**src/csr_defines.svh**
```systemverilog
`ifndef CSR_DEFINES_SVH
`define CSR_DEFINES_SVH

// Exception state
`define CSR_CRMD        14'h0
`define CSR_PRMD        14'h1
`define CSR_ECFG        14'h4
`define CSR_ESTAT       14'h5
`define CSR_ERA         14'h6
`define CSR_BADV        14'h7
`define CSR_EENTRY      14'hc

// Scratch
`define CSR_SAVE0       14'h30
`define CSR_SAVE1       14'h31
`define CSR_SAVE2       14'h32
`define CSR_SAVE3       14'h33

// Timer
`define CSR_TID         14'h40
`define CSR_TCFG        14'h41
`define CSR_TVAL        14'h42
`define CSR_TICLR       14'h44

// Ecodes that touch BADV or CRMD
`define ECODE_ADE       6'h08
`define ECODE_ALE       6'h09
`define ECODE_TLBR      6'h3f

// Software-writable bits
`define CRMD_WMASK      32'h0000_01ff   // DATM, DATF, PG, DA, IE, PLV
`define PRMD_WMASK      32'h0000_0007   // PIE, PPLV
`define ECFG_WMASK      32'h0000_1bff   // LIE 12:11 and 9:0
`define ESTAT_WMASK     32'h0000_0003   // Software interrupt bits only
`define EENTRY_WMASK    32'hffff_ffc0   // 64-byte aligned entry

`define CRMD_RESET      32'h0000_0008   // DA on
`define TVAL_RESET      32'hffff_ffff

`endif
```
**src/csr_pkg.sv**
```systemverilog
package csr_pkg;

    typedef logic [31:0] bus32_t;
    typedef logic [13:0] csr_addr_t;

    typedef struct packed {
        logic      valid;
        csr_addr_t addr;
        bus32_t    data;
    } csr_write_t;

    typedef struct packed {
        logic       valid;
        logic [5:0] ecode;
        logic [8:0] esubcode;
        bus32_t     pc;
        bus32_t     addr;     // Faulting data address
    } exc_event_t;

    typedef struct packed {
        logic [22:0] reserved;
        logic [1:0]  datm;
        logic [1:0]  datf;
        logic        pg;
        logic        da;
        logic        ie;
        logic [1:0]  plv;
    } crmd_t;

    // Field names of the reserved gaps carry their bit position
    typedef struct packed {
        logic        rsv31;
        logic [8:0]  esubcode;
        logic [5:0]  ecode;
        logic [2:0]  rsv15_13;
        logic        is_ipi;
        logic        is_ti;
        logic        rsv10;
        logic [7:0]  is_hwi;
        logic [1:0]  is_swi;
    } estat_t;

    typedef struct packed {
        logic [29:0] initval;
        logic        periodic;
        logic        en;
    } tcfg_t;

    typedef struct packed {
        crmd_t  crmd;
        bus32_t prmd;
        bus32_t ecfg;
        estat_t estat;
        bus32_t era;
        bus32_t badv;
        bus32_t eentry;
    } except_view_t;

    typedef struct packed {
        bus32_t tid;
        tcfg_t  tcfg;
        bus32_t tval;
    } timer_view_t;

endpackage

```
**src/csr_timer.sv**
```systemverilog
`timescale 1ns/1ps
`include "csr_defines.svh"

module csr_timer
    import csr_pkg::*;
(
    input  logic        clk,
    input  logic        rst,
    input  csr_write_t  wr,
    output timer_view_t view,
    output logic        timer_irq
);

    bus32_t tid_q;
    tcfg_t  tcfg_q;
    bus32_t tval_q;
    logic   tcfg_wr;
    logic   ticlr_wr;
    logic   irq_set;

    assign tcfg_wr  = wr.valid && wr.addr == `CSR_TCFG;
    assign ticlr_wr = wr.valid && wr.addr == `CSR_TICLR && wr.data[0];
    assign irq_set  = !tcfg_wr && tcfg_q.en && tval_q == 32'd1;   // Last tick

    always_ff @(posedge clk) begin
        if (rst) begin
            tid_q  <= '0;
            tcfg_q <= '0;
            tval_q <= `TVAL_RESET;
        end else begin
            if (wr.valid && wr.addr == `CSR_TID) tid_q <= wr.data;
            if (tcfg_wr) begin
                tcfg_q <= wr.data;
                tval_q <= {wr.data[31:2], 2'b00};
            end else if (tcfg_q.en) begin
                if (tval_q != '0) begin
                    tval_q <= tval_q - 32'd1;
                end else if (tcfg_q.periodic) begin
                    tval_q <= {tcfg_q.initval, 2'b00};
                end
            end
        end
    end

    // Sticky until TICLR, a new expiry wins over the clear
    always_ff @(posedge clk) begin
        if (rst) begin
            timer_irq <= 1'b0;
        end else if (irq_set) begin
            timer_irq <= 1'b1;
        end else if (ticlr_wr) begin
            timer_irq <= 1'b0;
        end
    end

    assign view = '{tid_q, tcfg_q, tval_q};

    a_tval_no_rise: assert property (@(posedge clk) disable iff (rst)
        (tcfg_q.en && !tcfg_wr) |=>
            (tval_q <= $past(tval_q)) || ($past(tval_q) == '0 && $past(tcfg_q.periodic)))
        else $error("TVAL rose outside a periodic reload");

endmodule

```
**config.mk**
```make
export PLATFORM = sky130hd
export DESIGN_NAME = csr_timer
export DESIGN_NICKNAME = d
export VERILOG_FILES = /design/src/csr_pkg.sv /design/src/csr_timer.sv
export VERILOG_INCLUDE_DIRS = /design/src
export SDC_FILE = /design/constraint.sdc
export NUM_CORES = 1
export LEC_CHECK = 0
export BUFFER_PORTS_ARGS = -buffer_cell sky130_fd_sc_hd__buf_4
export CAP_MARGIN = 20
export CELL_PAD_IN_SITES_DETAIL_PLACEMENT = 1
export CELL_PAD_IN_SITES_GLOBAL_PLACEMENT = 2
export CORE_ASPECT_RATIO = 1.75
export CORE_MARGIN = 5
export CORE_UTILIZATION = 28
export DETAILED_ROUTE_END_ITERATION = 10
export PLACE_DENSITY = 0.8
export SETUP_SLACK_MARGIN = 0.15
export SYNTH_ARGS = -nofsm -noshare
export SYNTH_HDL_FRONTEND = slang
export SYNTH_SLANG_ARGS = --single-unit
export TNS_END_PERCENT = 30
```
**constraint.sdc**
```tcl
create_clock -name clk -period 3.1 [get_ports clk]
set_clock_uncertainty 0.1 [all_clocks]
set_input_delay 0.155 -clock clk [delete_from_list [all_inputs] [get_ports clk]]
set_output_delay 0.155 -clock clk [all_outputs]
set_load 0.005 [all_outputs]
```
==> run metrics <==
critical path class=reg2reg; clock tree from TritonCTS=done; crit path from=tval_q[13]; max-cap viol count=0; standard-cell rows=61; ant diodes=0; DR top layer=met4; worst-skew pair later-pin latency=approximately 0.36 ns; placed cell area=about 6000 um2; asr flop ratio synth=0%; Synthesis Warnings=0; Max-slew headroom=a little over 40%; die width=about 110 um; clock group share of total power=44.9%; Setup crit end kind=flop; Post-Syn Area=4570 um2; top cell type's share of synthesized area=between 40% and 50%; worst vdd ir=0.233 mV; startpoint types=flop; synth top area cells=dfxtp_1 (42%), nand2_1 (13%), a21oi_1 (9.3%); clk sink count=97; Register Area=1940 um2; Switching Share=24.7%; H-tree depth=3; DRT met1 WL=approximately 8500 um; post-route cell area=about 6700 um2; clock tree buffer depth=2; Yosys cell types=~60; EDFF count, synth=0; P_leak=approximately 2.5 nW; combinational share of power=roughly 5.2%; WL met2=about 11000 um; GP Congestion=between 0.8 and 0.9; Layout area overhead=46.4%; PnR worst setup slack=approximately 0.25 ns; worst r2r path cells=7; Sw Pwr=~0.62 mW; Net Count, Synth=about 650; Final Max Slew Viols=0; CP Capture Point=tval_q[13]; Final Power=between 2 and 2.5 mW; reg2reg start=tval_q[13]; total grt overflow=0; vias in the first global route=approximately 5700; Syn Inst Count=600; # DRC=0; internal reg-to-reg setup slack=0.25 ns; Layout Cells excl Fill=just under 1000; largest net degree at the start of global routing=78; mean routed wirelength per cell=between 20 and 25 um; root buffer cell=clkbuf_16; Yosys top cell by area=dfxtp_1; Port Buffer Count=around 150; filler instances=1953; post-DP HPWL=between 15000 and 20000 um; Detail Route met3 WL=approximately 970 um; full die area=roughly 19000 um2; Routed WL=21000 um; FMAX=between 0.3 and 0.4 GHz; first-pass GRT wire length=between 30000 and 40000 um; internal power=roughly 1.9 mW; min Tclk post-route=roughly 2.9 ns; initial antenna violation count=0; Min-Delay Path Class=in2reg; RR Endpoint=tval_q[13]; IO Pins=around 150; CP required=about 3.2 ns; Nets=around 830; Syn Area/Cell=7.62 um2; Initial DRC Count=around 180; DR vias=~5300; part of the cycle the worst path needs=around nine tenths; Synth Flop Type=dfxtp_1; Die Ht=~180 um; drt pass-1 iters=4; multi-input combinational cell area=~2500 um2; worst hold margin=about 0.1 ns; final setup vio count=0; Initial Utilization=28.7%; clock-pin slew on the worst setup and hold paths=0.07 ns; Seq pwr share=49.9%; worst slew pin tran=just under 0.9 ns; RSZ-0062 raised after global routing=no; Placed Instances=between 900 and 1000; layout cells sized above 1=roughly 28%; All-Layer GR Usage=21.8%; Core Util, Final=a little over two fifths; crit-path max FO=11; DRT antenna net count=0; pre-CTS setup slack=0.0495 ns; Num CTS Buffers=9; register bit total from synthesis=between 90 and 100; outcome=finished clean; Worst EP arrival=roughly 3.0 ns; floorplan core area=16000 um2; Sum Neg Setup Slack=0 ns; Hold Violations, Final=0; pwr dens=approximately 370 nW/um2; Vias per Instance=between 5 and 6; post-synthesis sequential area ratio=42.5%
## layout make-up
| class | count | share of cell area (%) |
|---|---|---|
| Tap cell | 189 | 3.53 |
| Inverter | 9 | 0.505 |
| Clock inverter | 7 | 0.916 |
| Sequential cell | 97 | 29.0 |
| Multi-Input combinational cell | 452 | 37.2 |
| Clock buffer | 9 | 3.36 |
| Timing Repair Buffer | 214 | 25.5 |
## synth_stat cells, types with 2 or more instances
master,n
nor3_1,17
inv_1,9
o2111ai_1,3
o311ai_0,3
a31oi_1,8
nand4_1,13
nand2b_1,2
o211ai_1,13
or3_1,9
clkbuf_1,37
ha_1,2
buf_2,4
o31ai_1,3
o21ai_0,13
nand3_1,18
or4_1,8
a41oi_1,2
nand2_1,153
xor2_1,2
and2_1,2
nor4_1,10
a211o_1,2
or3b_2,3
o31a_1,2
a221oi_1,3
xnor2_1,3
o311a_1,2
buf_6,2
mux2i_1,3
nor2_1,28
o21ai_1,7
a21oi_1,85
or2_2,3
a221o_1,3
dfxtp_1,97
## timing repair
action,in CTS,in global routing
pin swaps,0,2
gates resized for setup,1,10
endpoints found under the hold margin,61,0
buffers inserted,0,1
endpoints found under the setup margin,13,29
hold buffers,32,0
cloned,0,1
## worst max-delay path: stages (launching register included)
cell	delay, ns
dfxtp_1	0.36
or4_1	0.61
or4_4	0.60
o41ai_4	0.34
buf_4	0.20
and2_4	0.27
a311o_1	0.15
nand3_1	0.08
## power groups by stage
| stage | clock network [mW] | logic [mW] | registers, mW |
|---|---|---|---|
| 3_5_place_dp | 0 | 0.0976 | 1.27 |
| 2_1_floorplan | 0 | 0.0237 | 1.27 |
| 6_report | 1.12 | 0.131 | 1.24 |
| 4_1_cts | 1.15 | 0.131 | 1.24 |
| 3_3_place_gp | 0 | 0.0947 | 1.27 |
| 5_1_grt | 1.19 | 0.140 | 1.24 |
## logic make-up after synthesis
group | synth area share [%]
compound gates | 22.2
xor+xnor | 0.958
fa+ha+maj | 0.547
buf+inv | 4.71
flops | 42.5
mux | 0.903
simple gates | 28.2
## layout by cell type, fill, tap and decap left out, drive strengths merged, types with 2 or more instances in the layout
cell	count
xnor2	3
o311ai	3
a211o	2
ha	2
nor2	28
a221o	3
o211ai	14
o31a	2
or3	9
clkbuf	9
or2	4
mux2i	3
nand2b	2
or4	9
nand2	153
buf	182
nand3	18
a41oi	2
nor3	18
a21oi	85
inv	12
clkinv	3
a31oi	8
o2111ai	3
dfxtp	97
nand4	13
or3b	3
o21ai	20
o31ai	3
o311a	2
and2	4
a221oi	3
xor2	2
dlygate4sd3	32
nor4	11
## worst min path at each step
stage / slack (ns) / start / endpoint / cells past startpoint
floorplan: 0.18 / wr[31] / tval_q[31] / 2
global placement: 0.32 / wr[19] / tid_q[19] / 3
detailed placement: 0.33 / wr[28] / tval_q[28] / 3
CTS: 0.09 / wr[34] / timer_irq / 4
global route: 0.12 / wr[34] / timer_irq / 4
finish: 0.1 / wr[34] / timer_irq / 4
## sequential cells by signal, summed over array words and instances (netlist names)
register   cells
view          32
tid_q         32
timer_irq      1
tval_q        32
## routing by layer
metal  vias to the layer above  global-route usage [%]
met4                         0                    9.23
li1                       2515                       -
met3                        53                    3.64
met2                       153                    38.8
met1                      2617                    25.6
met5                         -                       0
(Power assumes the default switching activity.)
