===== src/csr_defines.svh =====
`ifndef CSR_DEFINES_SVH
`define CSR_DEFINES_SVH

// Exception state
`define CSR_CRMD        14'h0
`define CSR_PRMD        14'h1
`define CSR_ECFG        14'h4
`define CSR_ESTAT       14'h5
`define CSR_ERA         14'h6
`define CSR_BADV        14'h7
`define CSR_EENTRY      14'hc

// Scratch
`define CSR_SAVE0       14'h30
`define CSR_SAVE1       14'h31
`define CSR_SAVE2       14'h32
`define CSR_SAVE3       14'h33

// Timer
`define CSR_TID         14'h40
`define CSR_TCFG        14'h41
`define CSR_TVAL        14'h42
`define CSR_TICLR       14'h44

// Ecodes that touch BADV or CRMD
`define ECODE_ADE       6'h08
`define ECODE_ALE       6'h09
`define ECODE_TLBR      6'h3f

// Software-writable bits
`define CRMD_WMASK      32'h0000_01ff   // DATM, DATF, PG, DA, IE, PLV
`define PRMD_WMASK      32'h0000_0007   // PIE, PPLV
`define ECFG_WMASK      32'h0000_1bff   // LIE 12:11 and 9:0
`define ESTAT_WMASK     32'h0000_0003   // Software interrupt bits only
`define EENTRY_WMASK    32'hffff_ffc0   // 64-byte aligned entry

`define CRMD_RESET      32'h0000_0008   // DA on
`define TVAL_RESET      32'hffff_ffff

`endif

===== src/csr_pkg.sv =====
package csr_pkg;

    typedef logic [31:0] bus32_t;
    typedef logic [13:0] csr_addr_t;

    typedef struct packed {
        logic      valid;
        csr_addr_t addr;
        bus32_t    data;
    } csr_write_t;

    typedef struct packed {
        logic       valid;
        logic [5:0] ecode;
        logic [8:0] esubcode;
        bus32_t     pc;
        bus32_t     addr;     // Faulting data address
    } exc_event_t;

    typedef struct packed {
        logic [22:0] reserved;
        logic [1:0]  datm;
        logic [1:0]  datf;
        logic        pg;
        logic        da;
        logic        ie;
        logic [1:0]  plv;
    } crmd_t;

    // Field names of the reserved gaps carry their bit position
    typedef struct packed {
        logic        rsv31;
        logic [8:0]  esubcode;
        logic [5:0]  ecode;
        logic [2:0]  rsv15_13;
        logic        is_ipi;
        logic        is_ti;
        logic        rsv10;
        logic [7:0]  is_hwi;
        logic [1:0]  is_swi;
    } estat_t;

    typedef struct packed {
        logic [29:0] initval;
        logic        periodic;
        logic        en;
    } tcfg_t;

    typedef struct packed {
        crmd_t  crmd;
        bus32_t prmd;
        bus32_t ecfg;
        estat_t estat;
        bus32_t era;
        bus32_t badv;
        bus32_t eentry;
    } except_view_t;

    typedef struct packed {
        bus32_t tid;
        tcfg_t  tcfg;
        bus32_t tval;
    } timer_view_t;

endpackage


===== src/csr_except_regs.sv =====
`timescale 1ns/1ps
`include "csr_defines.svh"

module csr_except_regs
    import csr_pkg::*;
(
    input  logic         clk,
    input  logic         rst,
    input  csr_write_t   wr,
    input  exc_event_t   exc,
    input  logic         ertn,
    input  logic [7:0]   hwi,
    input  logic         ipi,
    input  logic         timer_irq,
    output except_view_t view
);

    crmd_t  crmd_q;
    bus32_t prmd_q;
    bus32_t ecfg_q;
    estat_t estat_q;
    estat_t estat_d;
    bus32_t era_q;
    bus32_t badv_q;
    bus32_t eentry_q;
    logic   sw_wr;
    logic   exc_tlbr;

    function automatic bus32_t merge(input bus32_t old_val, input bus32_t new_val,
                                     input bus32_t mask);
        return (old_val & ~mask) | (new_val & mask);
    endfunction

    assign sw_wr    = wr.valid && !exc.valid && !ertn;   // Lowest priority
    assign exc_tlbr = exc.ecode == `ECODE_TLBR;

    always_ff @(posedge clk) begin
        if (rst) begin
            crmd_q <= `CRMD_RESET;
            prmd_q <= '0;
        end else if (exc.valid) begin
            prmd_q[1:0] <= crmd_q.plv;
            prmd_q[2]   <= crmd_q.ie;
            crmd_q.plv  <= 2'b00;
            crmd_q.ie   <= 1'b0;
            if (exc_tlbr) begin
                crmd_q.da <= 1'b1;   // Refill handler runs untranslated
                crmd_q.pg <= 1'b0;
            end
        end else if (ertn) begin
            crmd_q.plv <= prmd_q[1:0];
            crmd_q.ie  <= prmd_q[2];
            if (estat_q.ecode == `ECODE_TLBR) begin
                crmd_q.da <= 1'b0;
                crmd_q.pg <= 1'b1;
            end
        end else if (sw_wr) begin
            if (wr.addr == `CSR_CRMD) crmd_q <= merge(crmd_q, wr.data, `CRMD_WMASK);
            if (wr.addr == `CSR_PRMD) prmd_q <= merge(prmd_q, wr.data, `PRMD_WMASK);
        end
    end

    // Interrupt lines sampled every cycle, is_ti added on the read side
    always_comb begin
        estat_d = estat_q;
        if (exc.valid) begin
            estat_d.ecode    = exc.ecode;
            estat_d.esubcode = exc.esubcode;
        end else if (sw_wr && wr.addr == `CSR_ESTAT) begin
            estat_d = merge(estat_q, wr.data, `ESTAT_WMASK);
        end
        estat_d.is_hwi = hwi;
        estat_d.is_ipi = ipi;
        estat_d.is_ti  = 1'b0;
    end

    always_ff @(posedge clk) begin
        if (rst) begin
            estat_q  <= '0;
            ecfg_q   <= '0;
            eentry_q <= '0;
            era_q    <= '0;
            badv_q   <= '0;
        end else begin
            estat_q <= estat_d;
            if (exc.valid) begin
                era_q <= exc.pc;
                if (exc.ecode == `ECODE_ALE || exc_tlbr) begin
                    badv_q <= exc.addr;
                end else if (exc.ecode == `ECODE_ADE && exc.esubcode == 9'd0) begin
                    badv_q <= exc.pc;   // Fetch address error
                end
            end else if (sw_wr) begin
                case (wr.addr)
                    `CSR_ECFG:   ecfg_q   <= merge(ecfg_q, wr.data, `ECFG_WMASK);
                    `CSR_EENTRY: eentry_q <= merge(eentry_q, wr.data, `EENTRY_WMASK);
                    `CSR_ERA:    era_q    <= wr.data;
                    `CSR_BADV:   badv_q   <= wr.data;
                    default: ;
                endcase
            end
        end
    end

    always_comb begin
        view        = '{crmd_q, prmd_q, ecfg_q, estat_q, era_q, badv_q, eentry_q};
        view.estat.is_ti = timer_irq;
    end

    // Pipeline never retires ertn alongside a trapping instruction
    a_exc_ertn_excl: assert property (@(posedge clk) disable iff (rst) !(exc.valid && ertn))
        else $error("exception entry and ertn in the same cycle");

endmodule


===== config.mk =====
export PLATFORM = sky130hd
export DESIGN_NAME = csr_except_regs
export DESIGN_NICKNAME = d
export VERILOG_FILES = /design/src/csr_pkg.sv /design/src/csr_except_regs.sv
export VERILOG_INCLUDE_DIRS = /design/src
export SDC_FILE = /design/constraint.sdc
export NUM_CORES = 1
export LEC_CHECK = 0
export BUFFER_PORTS_ARGS = -buffer_cell sky130_fd_sc_hd__buf_2
export CAP_MARGIN = 40
export CORE_AREA = 2 2 141 143
export CTS_BUF_LIST = sky130_fd_sc_hd__clkbuf_16
export DETAILED_ROUTE_END_ITERATION = 16
export DIE_AREA = 0 0 143 145
export GPL_ROUTABILITY_DRIVEN = 0
export PLACE_DENSITY_LB_ADDON = 0.1
export SYNTH_ARGS = -nofsm -noshare
export SYNTH_HDL_FRONTEND = slang
export SYNTH_SLANG_ARGS = --single-unit

===== constraint.sdc =====
create_clock -name clk -period 1.97 [get_ports clk]
set_input_delay 0.394 -clock clk [delete_from_list [all_inputs] [get_ports clk]]
set_output_delay 0.394 -clock clk [all_outputs]
set_load 0.01 [all_outputs]

==> summary.md <==
| Metric | Value |
|---|---|
| Critical path capture point type | register |
| # fillers | 1946 |
| Comb power frac | 0.119 |
| Met1 GRT Util | 0.2787 |
| Largest net degree at the start of global routing | 52 |
| Yosys cell types | 45 |
| Die height | 145 um |
| Hold-fix buffers, CTS | 0 |
| WHS | 172.2 ps |
| Seq/Total Area, Yosys | 0.4069 |
| Post-synth EDFFs | 0 |
| Cell Area, Synth | 6888 um^2 |
| Critical Path AT | 2200 ps |
| Max VDD drop | 0.6408 mV |
| GRT Total Usage | 0.2108 |
| Worst-margin pin slew | 529.6 ps |
| Final max-slew violation count | 0 |
| Final Critical Period | 1878 ps |
| Maximum fanout along the worst path | 9 |
| Max_cap viols | 0 |
| Total number of vias | 6334 |
| HPWL after detailed placement | 16410 um |
| Critical Path Start | wr[38] |
| First-pass GRT wire length | 34050 um |
| M2 GR Usage | 0.3318 |
| Worst-path clk slew | 70 ps |
| Worst slew margin relative to its limit | 0.6469 |
| R2r startpoint | view[112]$_SDFFE_PP0P_ |
| Final Hold Vio Count | 0 |
| PnR Total Power | 7.152 mW |
| Util after Layout | 0.4763 |
| Sw Pwr | 1.968 mW |
| Synth Flop Type | dfxtp_1 |
| Ys async rst share | 0 |
| Switching share of power | 0.2752 |
| Clock power frac | 0.468 |
| Synth Instances | 774 |
| Cts repair resizes | 0 |
| GR Overflow Total | 0 |
| Num CTS Buffers | 17 |
| Internal Pwr Total | 5.183 mW |
| Root Driver | clkbuf_16 |
| Worst Skew | 1.523 ps |
| Final wirelength | 22520 um |
| Die width | 143 um |
| Final net count | 1186 |
| Starting density of the core | 0.3586 |
| FF-to-FF End | view[195]$_SDFFE_PP1P_ |
| Ports | 364 |
| #FFs+latches synth | 140 |
| Via density | 4.780 |
| Layout Cells excl Fill | 1325 |
| H-tree Lvls | 4 |
| DRT antenna net count | 0 |
| Sequential cell fraction of total power | 0.414 |
| Outcome | complete, no violations |
| Final setup TNS | 0 ps |
| Clk sink count | 140 |
| Worst min path class | primary input to register |
| Register-to-register setup slack | 660 ps |
| Met3 Resource Use GR | 0.06238 |
| DRT Pass-1 Iters | 4 |
| DRT iter0 DRCs | 279 |
| Cell count after placement | 1292 |
| Clk_lat worst skew | 420 ps |
| Most frequent cells in the layout | 276 x buf_2, 140 x dfxtp_1, 99 x nor2_1, 83 x conb_1, 64 x mux2i_1 |
| Layout cells sized above 1 | 0.3475 |
| Pleak | 4.717 nW |
| Initial antenna violation count | 1 |
| Buffers added on ports | 278 |
| Setup crit end | eentry_q[14]$_SDFFE_PP0P_ |
| FP Rows | 51 |
| Synthesized area per cell | 8.899 um^2 |
| Drt wl/cell | 17.00 um |
| Setup Crit Path Kind | primary input to register |
| Number of post-CTS setup repair buffers | 0 |
| CTS tree | yes |
| Unrepaired setup endpoints after global routing | false |
| FF-to-FF path depth | 5 |
| Clock buffer depth | 2 |
| Final setup vio count | 0 |
| Power per cell area | 781.8 nW/um^2 |
| Syn-to-layout area delta | 32.81% |
| Warnings from Yosys | 0 |
| DIE AREA | 20740 um^2 |
| Fmax | 532.6 MHz |
| CP startpoint kind | primary input |
| Most Crowded Layer GR | met2 |
| Vias in the first global route | 6015 |
| Core area | 19210 um^2 |
| Commonest non-fill, non-tap cell in the layout | buf_2 |
| Worst EP required | 2290 ps |
| DRC Markers | 0 |
| Final worst path period share | 0.9531 |
[state kept, by name, summed over array words and instances, names as in the netlist]
| register | flops |
|---|---|
| view | 35 |
| eentry_q | 26 |
| ecfg_q | 12 |
| era_q | 32 |
| prmd_q | 3 |
| badv_q | 32 |
[cell type report]
type | instances | area (um^2) | share of cell area
well taps | 265 | 331.6 | 0.03625
inverters | 34 | 127.6 | 0.01395
clock buffers | 17 | 425.4 | 0.04651
flip-flops and latches | 140 | 2803 | 0.3064
clock inverters | 15 | 175.2 | 0.01915
repair buffers | 320 | 1887 | 0.2063
diodes | 1 | 2.502 | 0.0002736
multi-input cells | 533 | 3396 | 0.3712
[metal layers]
layer / routed length (um) / up-vias
li1: - / 3134
met1: 10210 / 2912
met2: 10160 / 261
met3: 1768 / 25
met4: 368 / 2
met5: 13 / -
[stage by stage]
stage                     setup slack (ps)  cell area (um^2)
final                                92.37              9148
after floorplan                     -68.53              7219
after CTS                            91.09              9145
after global routing                 18.36              9145
after global placement              -317.7              8544
after detailed placement            -366.3              8544
[worst min path at each step]
stage / from / end / slack (ps) / cells after the start
global placement: era_q[8]$_SDFFE_PP0P_ / era_q[8]$_SDFFE_PP0P_ / 450 / 2
floorplan: era_q[0]$_SDFFE_PP0P_ / era_q[0]$_SDFFE_PP0P_ / 490 / 2
global route: ipi / view[108]$_SDFF_PP0_ / 170 / 2
finish: hwi[2] / view[100]$_SDFF_PP0_ / 170 / 2
detailed placement: era_q[8]$_SDFFE_PP0P_ / era_q[8]$_SDFFE_PP0P_ / 460 / 2
CTS: hwi[2] / view[100]$_SDFF_PP0_ / 150 / 2
[worst max-delay path: stages]
cell and delay, ps:
buf_2 110, nor4_4 380, nand4b_4 150, or4_2 700, buf_4 240, mux2i_1 170
nor2_1 50
[Yosys cell counts, types with 2 or more instances]
cell type,n,share of area
a21oi_1,32,0.023
mux2i_1,64,0.093
nand3b_1,32,0.035
nor4_1,3,0.0027
nor2_1,99,0.054
buf_4,85,0.093
nor4_4,2,0.0062
nor2b_1,10,0.0091
buf_6,3,0.0049
buf_2,10,0.0073
nand4_1,2,0.0018
nor3_1,3,0.0022
mux2_2,3,0.0049
a221oi_1,32,0.041
a311oi_1,3,0.0038
o21ai_0,5,0.0036
inv_1,34,0.019
and4_1,3,0.0038
or3b_1,2,0.0025
a31oi_1,33,0.030
a21o_1,32,0.035
o41ai_1,32,0.041
nor4bb_1,2,0.0029
dfxtp_1,140,0.41
nand2_1,38,0.021
clkbuf_1,50,0.027
or4_1,2,0.0022
[cells by family (layout without fill, tap and decap cells)]
kind of cell	after synthesis	count (layout)	synth area share
flops	140	140	0.4069
other cells	1	84	0.0005444
buf+inv	183	386	0.1511
mux	67	67	0.09791
compound gates	175	175	0.1847
simple gates	208	208	0.1588
[power groups by stage]
stage / clock (mW) / combinational (mW) / sequential [mW]
finish: 3.34 / 0.849 / 2.96
CTS: 3.43 / 0.855 / 2.96
detailed placement: 0 / 0.852 / 3.02
global placement: 0 / 0.853 / 3.02
global route: 3.55 / 0.937 / 2.97
floorplan: 0 / 0.519 / 3.06
Note: power is estimated with default switching activity, not from simulation.
