[src/csr_defines.svh]
`ifndef CSR_DEFINES_SVH
`define CSR_DEFINES_SVH

// Exception state
`define CSR_CRMD        14'h0
`define CSR_PRMD        14'h1
`define CSR_ECFG        14'h4
`define CSR_ESTAT       14'h5
`define CSR_ERA         14'h6
`define CSR_BADV        14'h7
`define CSR_EENTRY      14'hc

// Scratch
`define CSR_SAVE0       14'h30
`define CSR_SAVE1       14'h31
`define CSR_SAVE2       14'h32
`define CSR_SAVE3       14'h33

// Timer
`define CSR_TID         14'h40
`define CSR_TCFG        14'h41
`define CSR_TVAL        14'h42
`define CSR_TICLR       14'h44

// Ecodes that touch BADV or CRMD
`define ECODE_ADE       6'h08
`define ECODE_ALE       6'h09
`define ECODE_TLBR      6'h3f

// Software-writable bits
`define CRMD_WMASK      32'h0000_01ff   // DATM, DATF, PG, DA, IE, PLV
`define PRMD_WMASK      32'h0000_0007   // PIE, PPLV
`define ECFG_WMASK      32'h0000_1bff   // LIE 12:11 and 9:0
`define ESTAT_WMASK     32'h0000_0003   // Software interrupt bits only
`define EENTRY_WMASK    32'hffff_ffc0   // 64-byte aligned entry

`define CRMD_RESET      32'h0000_0008   // DA on
`define TVAL_RESET      32'hffff_ffff

`endif
[src/csr_pkg.sv]
package csr_pkg;

    typedef logic [31:0] bus32_t;
    typedef logic [13:0] csr_addr_t;

    typedef struct packed {
        logic      valid;
        csr_addr_t addr;
        bus32_t    data;
    } csr_write_t;

    typedef struct packed {
        logic       valid;
        logic [5:0] ecode;
        logic [8:0] esubcode;
        bus32_t     pc;
        bus32_t     addr;     // Faulting data address
    } exc_event_t;

    typedef struct packed {
        logic [22:0] reserved;
        logic [1:0]  datm;
        logic [1:0]  datf;
        logic        pg;
        logic        da;
        logic        ie;
        logic [1:0]  plv;
    } crmd_t;

    // Field names of the reserved gaps carry their bit position
    typedef struct packed {
        logic        rsv31;
        logic [8:0]  esubcode;
        logic [5:0]  ecode;
        logic [2:0]  rsv15_13;
        logic        is_ipi;
        logic        is_ti;
        logic        rsv10;
        logic [7:0]  is_hwi;
        logic [1:0]  is_swi;
    } estat_t;

    typedef struct packed {
        logic [29:0] initval;
        logic        periodic;
        logic        en;
    } tcfg_t;

    typedef struct packed {
        crmd_t  crmd;
        bus32_t prmd;
        bus32_t ecfg;
        estat_t estat;
        bus32_t era;
        bus32_t badv;
        bus32_t eentry;
    } except_view_t;

    typedef struct packed {
        bus32_t tid;
        tcfg_t  tcfg;
        bus32_t tval;
    } timer_view_t;

endpackage

[src/csr_save_bank.sv]
`timescale 1ns/1ps
`include "csr_defines.svh"

module csr_save_bank
    import csr_pkg::*;
(
    input  logic       clk,
    input  logic       rst,
    input  csr_write_t wr,
    output bus32_t     save [4]
);

    always_ff @(posedge clk) begin
        if (rst) begin
            for (int i = 0; i < 4; i++) begin
                save[i] <= '0;
            end
        end else if (wr.valid) begin
            // SAVE0..3 sit at consecutive addresses
            for (int i = 0; i < 4; i++) begin
                if (wr.addr == `CSR_SAVE0 + 14'(i)) begin
                    save[i] <= wr.data;
                end
            end
        end
    end

endmodule

[config.mk]
export PLATFORM = sky130hd
export DESIGN_NAME = csr_save_bank
export DESIGN_NICKNAME = d
export VERILOG_FILES = /design/src/csr_pkg.sv /design/src/csr_save_bank.sv
export VERILOG_INCLUDE_DIRS = /design/src
export SDC_FILE = /design/constraint.sdc
export NUM_CORES = 1
export LEC_CHECK = 0
export BUFFER_PORTS_ARGS = -buffer_cell sky130_fd_sc_hd__buf_2
export CORE_MARGIN = 1.5
export CORE_UTILIZATION = 35
export CTS_CLUSTER_DIAMETER = 40
export DETAILED_ROUTE_END_ITERATION = 8
export MAX_ROUTING_LAYER = met4
export PLACE_DENSITY = 0.7
export SYNTH_ARGS = -nofsm -noshare
export SYNTH_HDL_FRONTEND = slang
export SYNTH_SLANG_ARGS = --single-unit
[constraint.sdc]
create_clock -name clk -period 2 [get_ports clk]
set_input_delay 0.1 -clock clk [delete_from_list [all_inputs] [get_ports clk]]
set_output_delay 0.1 -clock clk [all_outputs]
set_load 0.01 [all_outputs]
==> results.cfg, run 1 <==
[status]
outcome = complete, no violations

[worst_setup_path]
path_buf_inv = 2
cp.required_ns = 2.34
max_stage_delay_ns = 0.44
cp_slowest_cell = and4_2
worstPathArrival_ns = 1.44
r2r_slack_ns = 1.37
path_max_fanout = 20
crit_chain = buf_2, nor4_1, and4_2, buf_12, mux2i_1
critical-path-top-delay-family = simple AND/OR/NAND/NOR gates
cp-start-kind = primary input
path_class = primary input to flip-flop
end_kind = flip-flop

[placed_design]
numPortBuffers = 176
gp_congestion = 0.697
hpwlAfterDp_um = 8500

[synth]
synth-seq-cells = 128
synth_fa_ha_area_share_pct = 0
yosysSeqAreaShare_pct = 50.0
yosysTopAreaCellShare_pct = 50.0
syn_area_um2 = 5120
synth.area.mux_share_pct = 25.0
syn-num-nets = 506
synth_compound_area_share_pct = 0
yosysTopAreaCell = dfxtp_1
synth_top_family_by_area = multiplexers
ys.warnings.count = 0
synthSimpleGateAreaFrac_pct = 22.0
synthTopCellsByArea = dfxtp_1 (50%), mux2i_1 (25%), nand2b_1 (20%)
syn_inst = 457
syn_avg_cell_area_um2 = 11.2
yosys.area_share.xor_xnor_pct = 0
synth.distinct_cells = 15

[timing]
setup_tns_ns = 0
slew_headroom_pct = 63.2
period_share_pct = 55.4
fmax_ghz = 0.902
fin_worst_skew_ns = 0
setup-violations-final = 0
final-hold-violation-count = 0
grt_setup_unrepaired = no
worst_pin_slew_ns = 0.544
min_period_ns = 1.11
slew_viol_final = 0

[global_routing]
track_usage_pct = 16.5
grt_pass1_vias = 3704
grt_overflow_total = 0
antenna_found_initial = 0
grt_pass1_wl_um = 18700
grt_start_max_net_pins = 161

[pwr]
p_leak_nw = 3.60
cellPowerDensity_nw_per_um2 = 853
ir_drop_v = 0.000524

[die]
io_pins = 177
core_um2 = 14400
row_count = 44
fp.dieW_um = 124
die_area_um2 = 15400
fp.dieH_um = 124
start_util_pct = 35.5

[layout]
largestRegisters = save x128
nets = 683
nFillCells = 1344
num_antenna_cells = 0
drive_above_1_share_pct = 34.9
largest_register = save
final_util_pct = 47.3
largest_reg_flops = 128
area.growth.synth_to_final_pct = 33.2

[clock_tree]
clock_latency_ns = 0.40
hold_buffers = 0
cts_buffer_depth = 2
cts_inserted_buffers = 17
clock-sinks = 128
tritoncts = built
root_buffer = clkbuf_16
cts.repair.resized = 0
cts_setup_buffers = 0
clkTransAtPathRegs_ns = 0.06
h-tree-depth = 4

[worst_hold_path]
hold_class = primary input to flip-flop

[run]
maxCapViolCount = 0

[detailed_routing]
antenna_left = 0
wl_per_cell_um = 14.8
remaining_drc_errors = 0
wirelength_um = 12300
first_pass_iters = 4
vias_per_cell = 4.55
drtIter0Drc = 152
routed-via-count = 3784
per-layer routing:
metal	part of all wire, %	track usage, %	vias up
li1	-	-	1880
met1	46	20.4	1786
met2	48	25.9	105
met3	4.6	4.03	13
met4	1.3	7.03	0
met5	0	-	-
power breakdown:
part	switching (W)	internal, W	leakage (nW)	total (W)
clock	0.00118	0.00188	0.280	0.00306
sequential	0.0000000401	0.00255	1.03	0.00255
combinational	0.0000994	0.000103	2.29	0.000203
total	0.00128	0.00454	3.60	0.00582
metrics by stage:
stage / total power, W / instances / area [um^2] / setup slack [ns] / hold WS [ns]
global route: 0.00604 / 831 / 6820 / 0.863 / 0.0239
finish: 0.00582 / 831 / 6820 / 0.892 / 0.0324
floorplan: 0.00272 / 457 / 5120 / 0.791 / 0.321
CTS: 0.00590 / 831 / 6820 / 0.902 / 0.0137
detailed placement: 0.00281 / 799 / 6220 / 0.458 / 0.445
global placement: 0.00280 / 799 / 6220 / 0.564 / 0.426
layout make-up:
type                       instances  area [um^2]  share of cell area [%]
clock inverter                    14          156                    2.29
sequential                       128         2560                    37.6
tap                              184          230                    3.38
multi-input combinational        299         2440                    35.7
clock buffer                      18          439                    6.44
timing repair buffer             188          996                    14.6
placed cells by master, fill, tap and decap left out:
cell | Yosys | routed
mux2i_1 | 128 | 128
nand4_4 | 0 | 3
clkbuf_8 | 0 | 1
nor4bb_1 | 1 | 1
inv_6 | 0 | 4
buf_4 | 1 | 10
buf_12 | 0 | 2
nor4b_1 | 2 | 2
buf_2 | 9 | 176
clkbuf_16 | 0 | 17
and4bb_1 | 1 | 1
nor3_2 | 1 | 1
dfxtp_1 | 128 | 128
clkinv_2 | 0 | 1
nor4b_4 | 1 | 1
and4_2 | 0 | 1
clkinvlp_4 | 0 | 4
bufinv_16 | 0 | 2
nor4_1 | 1 | 1
clkinv_4 | 0 | 3
nand2b_1 | 160 | 160
Yosys cell counts:
cell	n
and4_1	1
and4bb_1	1
buf_2	9
buf_4	1
buf_6	3
clkbuf_1	17
dfxtp_1	128
mux2i_1	128
nand2b_1	160
nand4_2	3
nor3_2	1
nor4_1	1
nor4b_1	2
nor4b_4	1
nor4bb_1	1
worst min-delay path, stage by stage:
cell      delay (ns)
buf_2           0.07
nand2b_1        0.09
mux2i_1         0.13
logic make-up after synthesis:
logic type / after synthesis
AND/OR/NAND/NOR: 171
multiplexers: 128
flip-flops: 128
buffers and inverters: 30
path summary, 6_finish.rpt:
kind	cells past startpoint	startpoint	to
setup / recovery	5	wr[33]	save[113]$_SDFFE_PP0P_
hold reg to reg	2	save[120]$_SDFFE_PP0P_	save[120]$_SDFFE_PP0P_
hold / removal	3	wr[28]	save[92]$_SDFFE_PP0P_
setup reg to reg	2	save[35]$_SDFFE_PP0P_	save[35]$_SDFFE_PP0P_
No activity file was read; power rests on OpenSTA's default activity.
==> run 2: changes to the inputs <==
- ABC_AREA: default -> 1
- clock period: 2 -> 1 ns (I/O delays scaled with it)
==> run 2 against run 1 <==
Net effect: design area rose by 21%; synthesized cell count is 120% higher; clock power increased by 140%; clock-buffer cell count stayed put; non-clock buffer count rose by 12; die area up 24%; routed wire length is 46% higher; sequential cell count is the same; largest cell class unchanged; highest routed layer unchanged.
==> results.cfg, run 2 <==
[timing]
slew_headroom_pct = 77.5
setup-violations-final = 0
fmax_ghz = 1.04
grt_setup_unrepaired = no
worst_pin_slew_ns = 0.338
slew_viol_final = 0
setup_tns_ns = 0
final-hold-violation-count = 0
holdWs_ns = 0.0186
period_share_pct = 95.7
fin_worst_skew_ns = 0
min_period_ns = 0.957

[layout]
drive_above_1_share_pct = 20.9
largestRegisters = save x128
area.growth.synth_to_final_pct = 30.0
final_cell_mix = inv_1 (291), nand2_1 (262), buf_2 (173), nor2_1 (132), nand4_1 (128)
final_common_cell = inv_1
nets = 1220
num_antenna_cells = 0
largest_reg_flops = 128
largest_register = save

[synth]
syn_avg_cell_area_um2 = 6.25
synth.distinct_cells = 13
yosysTopAreaCellShare_pct = 40.2
ys.warnings.count = 0
netlist_top_cells_count = inv_1 (293), nand2_1 (262), nor2_1 (133), dfxtp_1 (128), nand4_1 (128)
synthTopCellsByArea = dfxtp_1 (40%), inv_1 (17%), nand2_1 (15%)
syn_area_um2 = 6370
yosysTopAreaCell = dfxtp_1
synthArstFlopShare_pct = 0
syn_inst = 1020
syn-num-nets = 1069
synth_edf_count = 0
synth_ff_type = dfxtp_1
yosysSeqAreaShare_pct = 40.2
yosysMostFrequentCell = inv_1
synth-seq-cells = 128

[die]
start_util_pct = 35.6
io_pins = 177
fp.dieH_um = 138
core_um2 = 17900
row_count = 49
fp.dieW_um = 138
die_area_um2 = 19000

[detailed_routing]
wl_met3_um = 1230
wirelength_um = 17900
first_pass_iters = 5
routed-via-count = 6308
remaining_drc_errors = 0
wl_per_cell_um = 12.7
antenna_left = 0
drtIter0Drc = 370
vias_per_cell = 4.46
wl_met2_um = 8460
wl_met1_um = 7900
route.top_layer_used = met4

[pwr]
swShare_pct = 21.5
p_leak_nw = 4.46
p_int_w = 0.0103
power_frac_seq_pct = 38.9
clock_power_share_pct = 56.4
ir_drop_v = 0.00111
combPwrFrac_pct = 4.7
power.net_switching_w = 0.00282
cellPowerDensity_nw_per_um2 = 1580

[worst_setup_path]
worstPathArrival_ns = 0.91
path_class = flip-flop to output pin
r2r_cells = 4
r2r_slack_ns = 0.30
max_stage_delay_ns = 0.35
cp_slowest_cell = dfxtp_1
cp_num_cells = 1
path_buf_inv = 1
path_max_fanout = 2
crit_chain = buf_2
r2r_start = save[2]$_SDFFE_PP0P_
cp-start-kind = flip-flop
end_kind = output pin
cp.required_ns = 0.95
crit_path_start = save[0]$_SDFFE_PP0P_
critical-path-top-delay-family = flip-flops

[clock_tree]
root_buffer = clkbuf_16
clock-sinks = 128
h-tree-depth = 4
cts_inserted_buffers = 17
cts_buffer_depth = 2
cts_setup_buffers = 0
tritoncts = built
clkTransAtPathRegs_ns = 0.06
clock_latency_ns = 0.41

[global_routing]
antenna_found_initial = 0
grt_pass1_wl_um = 28000
track_usage_pct = 19.5
grt_start_max_net_pins = 75
grt_overflow_total = 0
grt_pass1_vias = 5622

[worst_hold_path]
hold_class = primary input to flip-flop
hp-start = wr[23]
hold_depth = 5

[placed_design]
gp_congestion = 0.777
numPortBuffers = 176
hpwlAfterDp_um = 11800

[status]
outcome = complete, no violations

[run]
maxCapViolCount = 0
## run 2: changes by cell type in the layout (fill, tap and decap cells not counted), moves of 128 or more
cell,change
nand2_1,+262
mux2i_1,-128
nor2_1,+132
nand4_1,+128
inv_1,+291
nand2b_1,-160
## run 2: kinds of logic (layout without fill, tap and decap cells)
group	count (synthesis)	after routing	synth area share (%)
buffers and inverters	361	525	22.8
flip-flops	128	128	40.2
AND/OR/NAND/NOR	531	531	36.9
## run 2: area by class of cell
class | instances | area (um^2)
flip-flops and latches | 128 | 2570
clock buffers | 18 | 439
clock inverters | 14 | 260
fillers | 1837 | 9620
multi-input cells | 531 | 2370
well taps | 229 | 287
inverters | 293 | 1100
repair buffers | 200 | 1250
## run 2: stage by stage
| stage | util (%) | instance area (um^2) | total power, W | instances | setup slack, ns |
|---|---|---|---|---|---|
| floorplan | - | 6410 | 0.00558 | 1020 | -0.0531 |
| global placement | 42.2 | 7550 | 0.00583 | 1380 | -0.276 |
| global route | 46.3 | 8290 | 0.0135 | 1413 | 0.000311 |
| finish | 46.3 | 8290 | 0.0131 | 1413 | 0.0426 |
| CTS | 46.2 | 8260 | 0.0132 | 1413 | 0.00527 |
| detailed placement | 42.2 | 7550 | 0.00583 | 1380 | -0.341 |
## run 2: worst paths after layout
path                            endpoint
hold reg to reg   save[109]$_SDFFE_PP0P_
setup reg to reg    save[2]$_SDFFE_PP0P_
hold / removal    save[119]$_SDFFE_PP0P_
setup / recovery                 save[0]
## run 2: metal layers
| layer | vias up | track usage [%] |
|---|---|---|
| li1 | 3291 | - |
| met1 | 2784 | 23.8 |
| met2 | 206 | 31.1 |
| met3 | 27 | 5.74 |
| met4 | 0 | 5.79 |
| met5 | - | - |
## run 2: power by group through the flow
stage	sequential (W)	clock (W)	combinational, W
after floorplan	0.00521	0	0.000363
after global placement	0.00521	0	0.000617
after detailed placement	0.00521	0	0.000616
after CTS	0.00510	0.00752	0.000621
after global routing	0.00510	0.00774	0.000685
final	0.00510	0.00740	0.000623
## run 2: what timing repair did
action | in CTS | in global routing
hold buffers | 1 | 0
hold endpoints to repair | 1 | 0
setup endpoints to repair | 0 | 11
gates resized for setup | 0 | 10
==> run 3: changes to the inputs <==
- ABC_AREA: 1 -> default
- GPL_TIMING_DRIVEN: default -> 0
- PLACE_DENSITY: 0.7 -> 0.73
==> run 3 against run 2 <==
Net effect: non-clock buffer count up 32; worst setup slack worse by 0.012 ns; design area down 12%; cell count down 38%; via count down 36%; combinational power down 17%; clock-buffer cell count up 3; die area down 19%; critical path type is now primary input to flip-flop.
==> results.cfg, run 3 (synthesis results as in run 1) <==
[status]
outcome = complete, no violations

[clock_tree]
cts_inserted_buffers = 17
root_buffer = clkbuf_16
h-tree-depth = 4
clock-sinks = 128
tritoncts = built
clkTransAtPathRegs_ns = 0.06
cts_buffer_depth = 2
clock_latency_ns = 0.41

[layout]
final_cells = 875
largest_register = save
final_cell_mix = buf_2 (172), nand2b_1 (160), mux2i_1 (128), dfxtp_1 (123), dlygate4sd3_1 (22)
largest_reg_flops = 128
num_antenna_cells = 0
drive_above_1_share_pct = 34.3
final_common_cell = buf_2
nets = 727
nFillCells = 1343
area.growth.synth_to_final_pct = 41.8
multi_input_area_um2 = 2450
ff_latch_area_um2 = 2570
largestRegisters = save x128

[timing]
holdWs_ns = 0.00818
period_share_pct = 96.9
slew_headroom_pct = 66.3
worst_pin_slew_ns = 0.505
slew_viol_final = 0
min_period_ns = 0.969
setup-violations-final = 0
fin_worst_skew_ns = 0
fmax_ghz = 1.03
final-hold-violation-count = 0

[placed_design]
hpwlAfterDp_um = 10100
numPortBuffers = 175
dp.cells = 816
gp_congestion = 0.824

[die]
row_count = 44
io_pins = 177
core_um2 = 14400
fp.dieH_um = 124
fp.dieW_um = 124
start_util_pct = 35.5
die_area_um2 = 15400

[global_routing]
antenna_found_initial = 0
track_usage_pct = 19.4
grt_pass1_vias = 4179
grt_overflow_total = 0
grt_pass1_wl_um = 21500
grt_start_max_net_pins = 17

[worst_setup_path]
crit_path_start = wr[45]
worstPathArrival_ns = 1.31
cp.required_ns = 1.34
end_kind = flip-flop
r2r_start = save[22]$_SDFFE_PP0P_
r2r_cells = 2
critPathCapture = save[123]$_SDFFE_PP0P_
r2r_slack_ns = 0.34
path_max_fanout = 10
cp-start-kind = primary input
regToRegEndpoint = save[22]$_SDFFE_PP0P_
path_class = primary input to flip-flop

[pwr]
ir_drop_v = 0.00128
cellPowerDensity_nw_per_um2 = 1670
p_leak_nw = 3.79

[worst_hold_path]
hold_depth = 3
hold_class = primary input to flip-flop

[run]
maxCapViolCount = 0

[detailed_routing]
remaining_drc_errors = 0
routed-via-count = 4023
vias_per_cell = 4.60
antenna_left = 0
first_pass_iters = 4
wl_per_cell_um = 16.2
drtIter0Drc = 113
wirelength_um = 14200
==> run 3: changes by cell type in the layout (fill, tap and decap cells not counted), sizes merged, moves of 2 or more <==
cell / delta
clkinv: +3
buf: -6
clkbuf: +20
bufinv: -3
dlygate4sd3: +21
nand4: -125
nor4b: +3
nor2: -136
nand3: -4
nand2: -262
mux2i: +128
nand2b: +160
inv: -294
clkinvlp: -2
==> run 3: per-layer routing <==
layer  GRT usage, %  wire length [um]  up-vias  share of wire (%)
met2           32.2              6960      121                 49
met5              -                 0        -                  0
li1               -                 -     1964                  -
met1           22.0              6150     1921                 43
met3           5.95               822       17                5.8
met4           7.46               218        0                1.5
==> run 3: report_power, final <==
group          switching [W]  internal (W)  leakage, nW
clock                0.00225       0.00428        0.307
sequential      0.0000000816       0.00510         1.03
combinational       0.000247      0.000271         2.45
==> run 3: how the worst min path moves through the flow <==
stage / start / end / slack, ns
finish: wr[28] / save[28]$_SDFFE_PP0P_ / 0.008
global placement: wr[10] / save[10]$_SDFFE_PP0P_ / 0.38
floorplan: wr[10] / save[10]$_SDFFE_PP0P_ / 0.27
global route: wr[29] / save[93]$_SDFFE_PP0P_ / 0.02
detailed placement: wr[3] / save[35]$_SDFFE_PP0P_ / 0.39
CTS: wr[28] / save[28]$_SDFFE_PP0P_ / 0.0003
==> run 3: area by class of cell <==
| type | count | share of cell area [%] |
|---|---|---|
| clock buffer | 21 | 6.34 |
| buffer | 30 | 3.26 |
| timing repair buffer | 202 | 15.9 |
| clock inverter | 11 | 2.22 |
| tap | 184 | 3.17 |
| multi-input combinational | 299 | 33.8 |
| sequential | 128 | 35.4 |
==> run 3: what timing repair did <==
item                       4_1_cts  5_1_grt
hold buffers                    22        0
hold endpoints to repair        72        0
setup buffers                    4        1
gates cloned                     0        0
pin swaps                        3        1
gates resized for setup          5       13
setup endpoints to repair       61      109
==> run 3: critical path, stage by stage <==
cell and delay (ns):
buf_6 0.10, nor4b_4 0.25, buf_4 0.19, and4_1 0.20, buf_6 0.15, buf_12 0.15
mux2i_1 0.22
==> run 3: stage by stage <==
step	setup slack, ns	util, %	TNS [ns]	power (W)	area (um^2)
after floorplan	-0.154	-	-11.89	0.00545	5190
final	0.0309	50.3	0	0.0122	7260
after global placement	-0.431	43.7	-50.90	0.00563	6300
after CTS	-0.00732	49.9	-0.0213	0.0122	7190
after detailed placement	-0.469	43.7	-55.34	0.00565	6300
after global routing	-0.00559	50.3	-0.00559	0.0125	7260
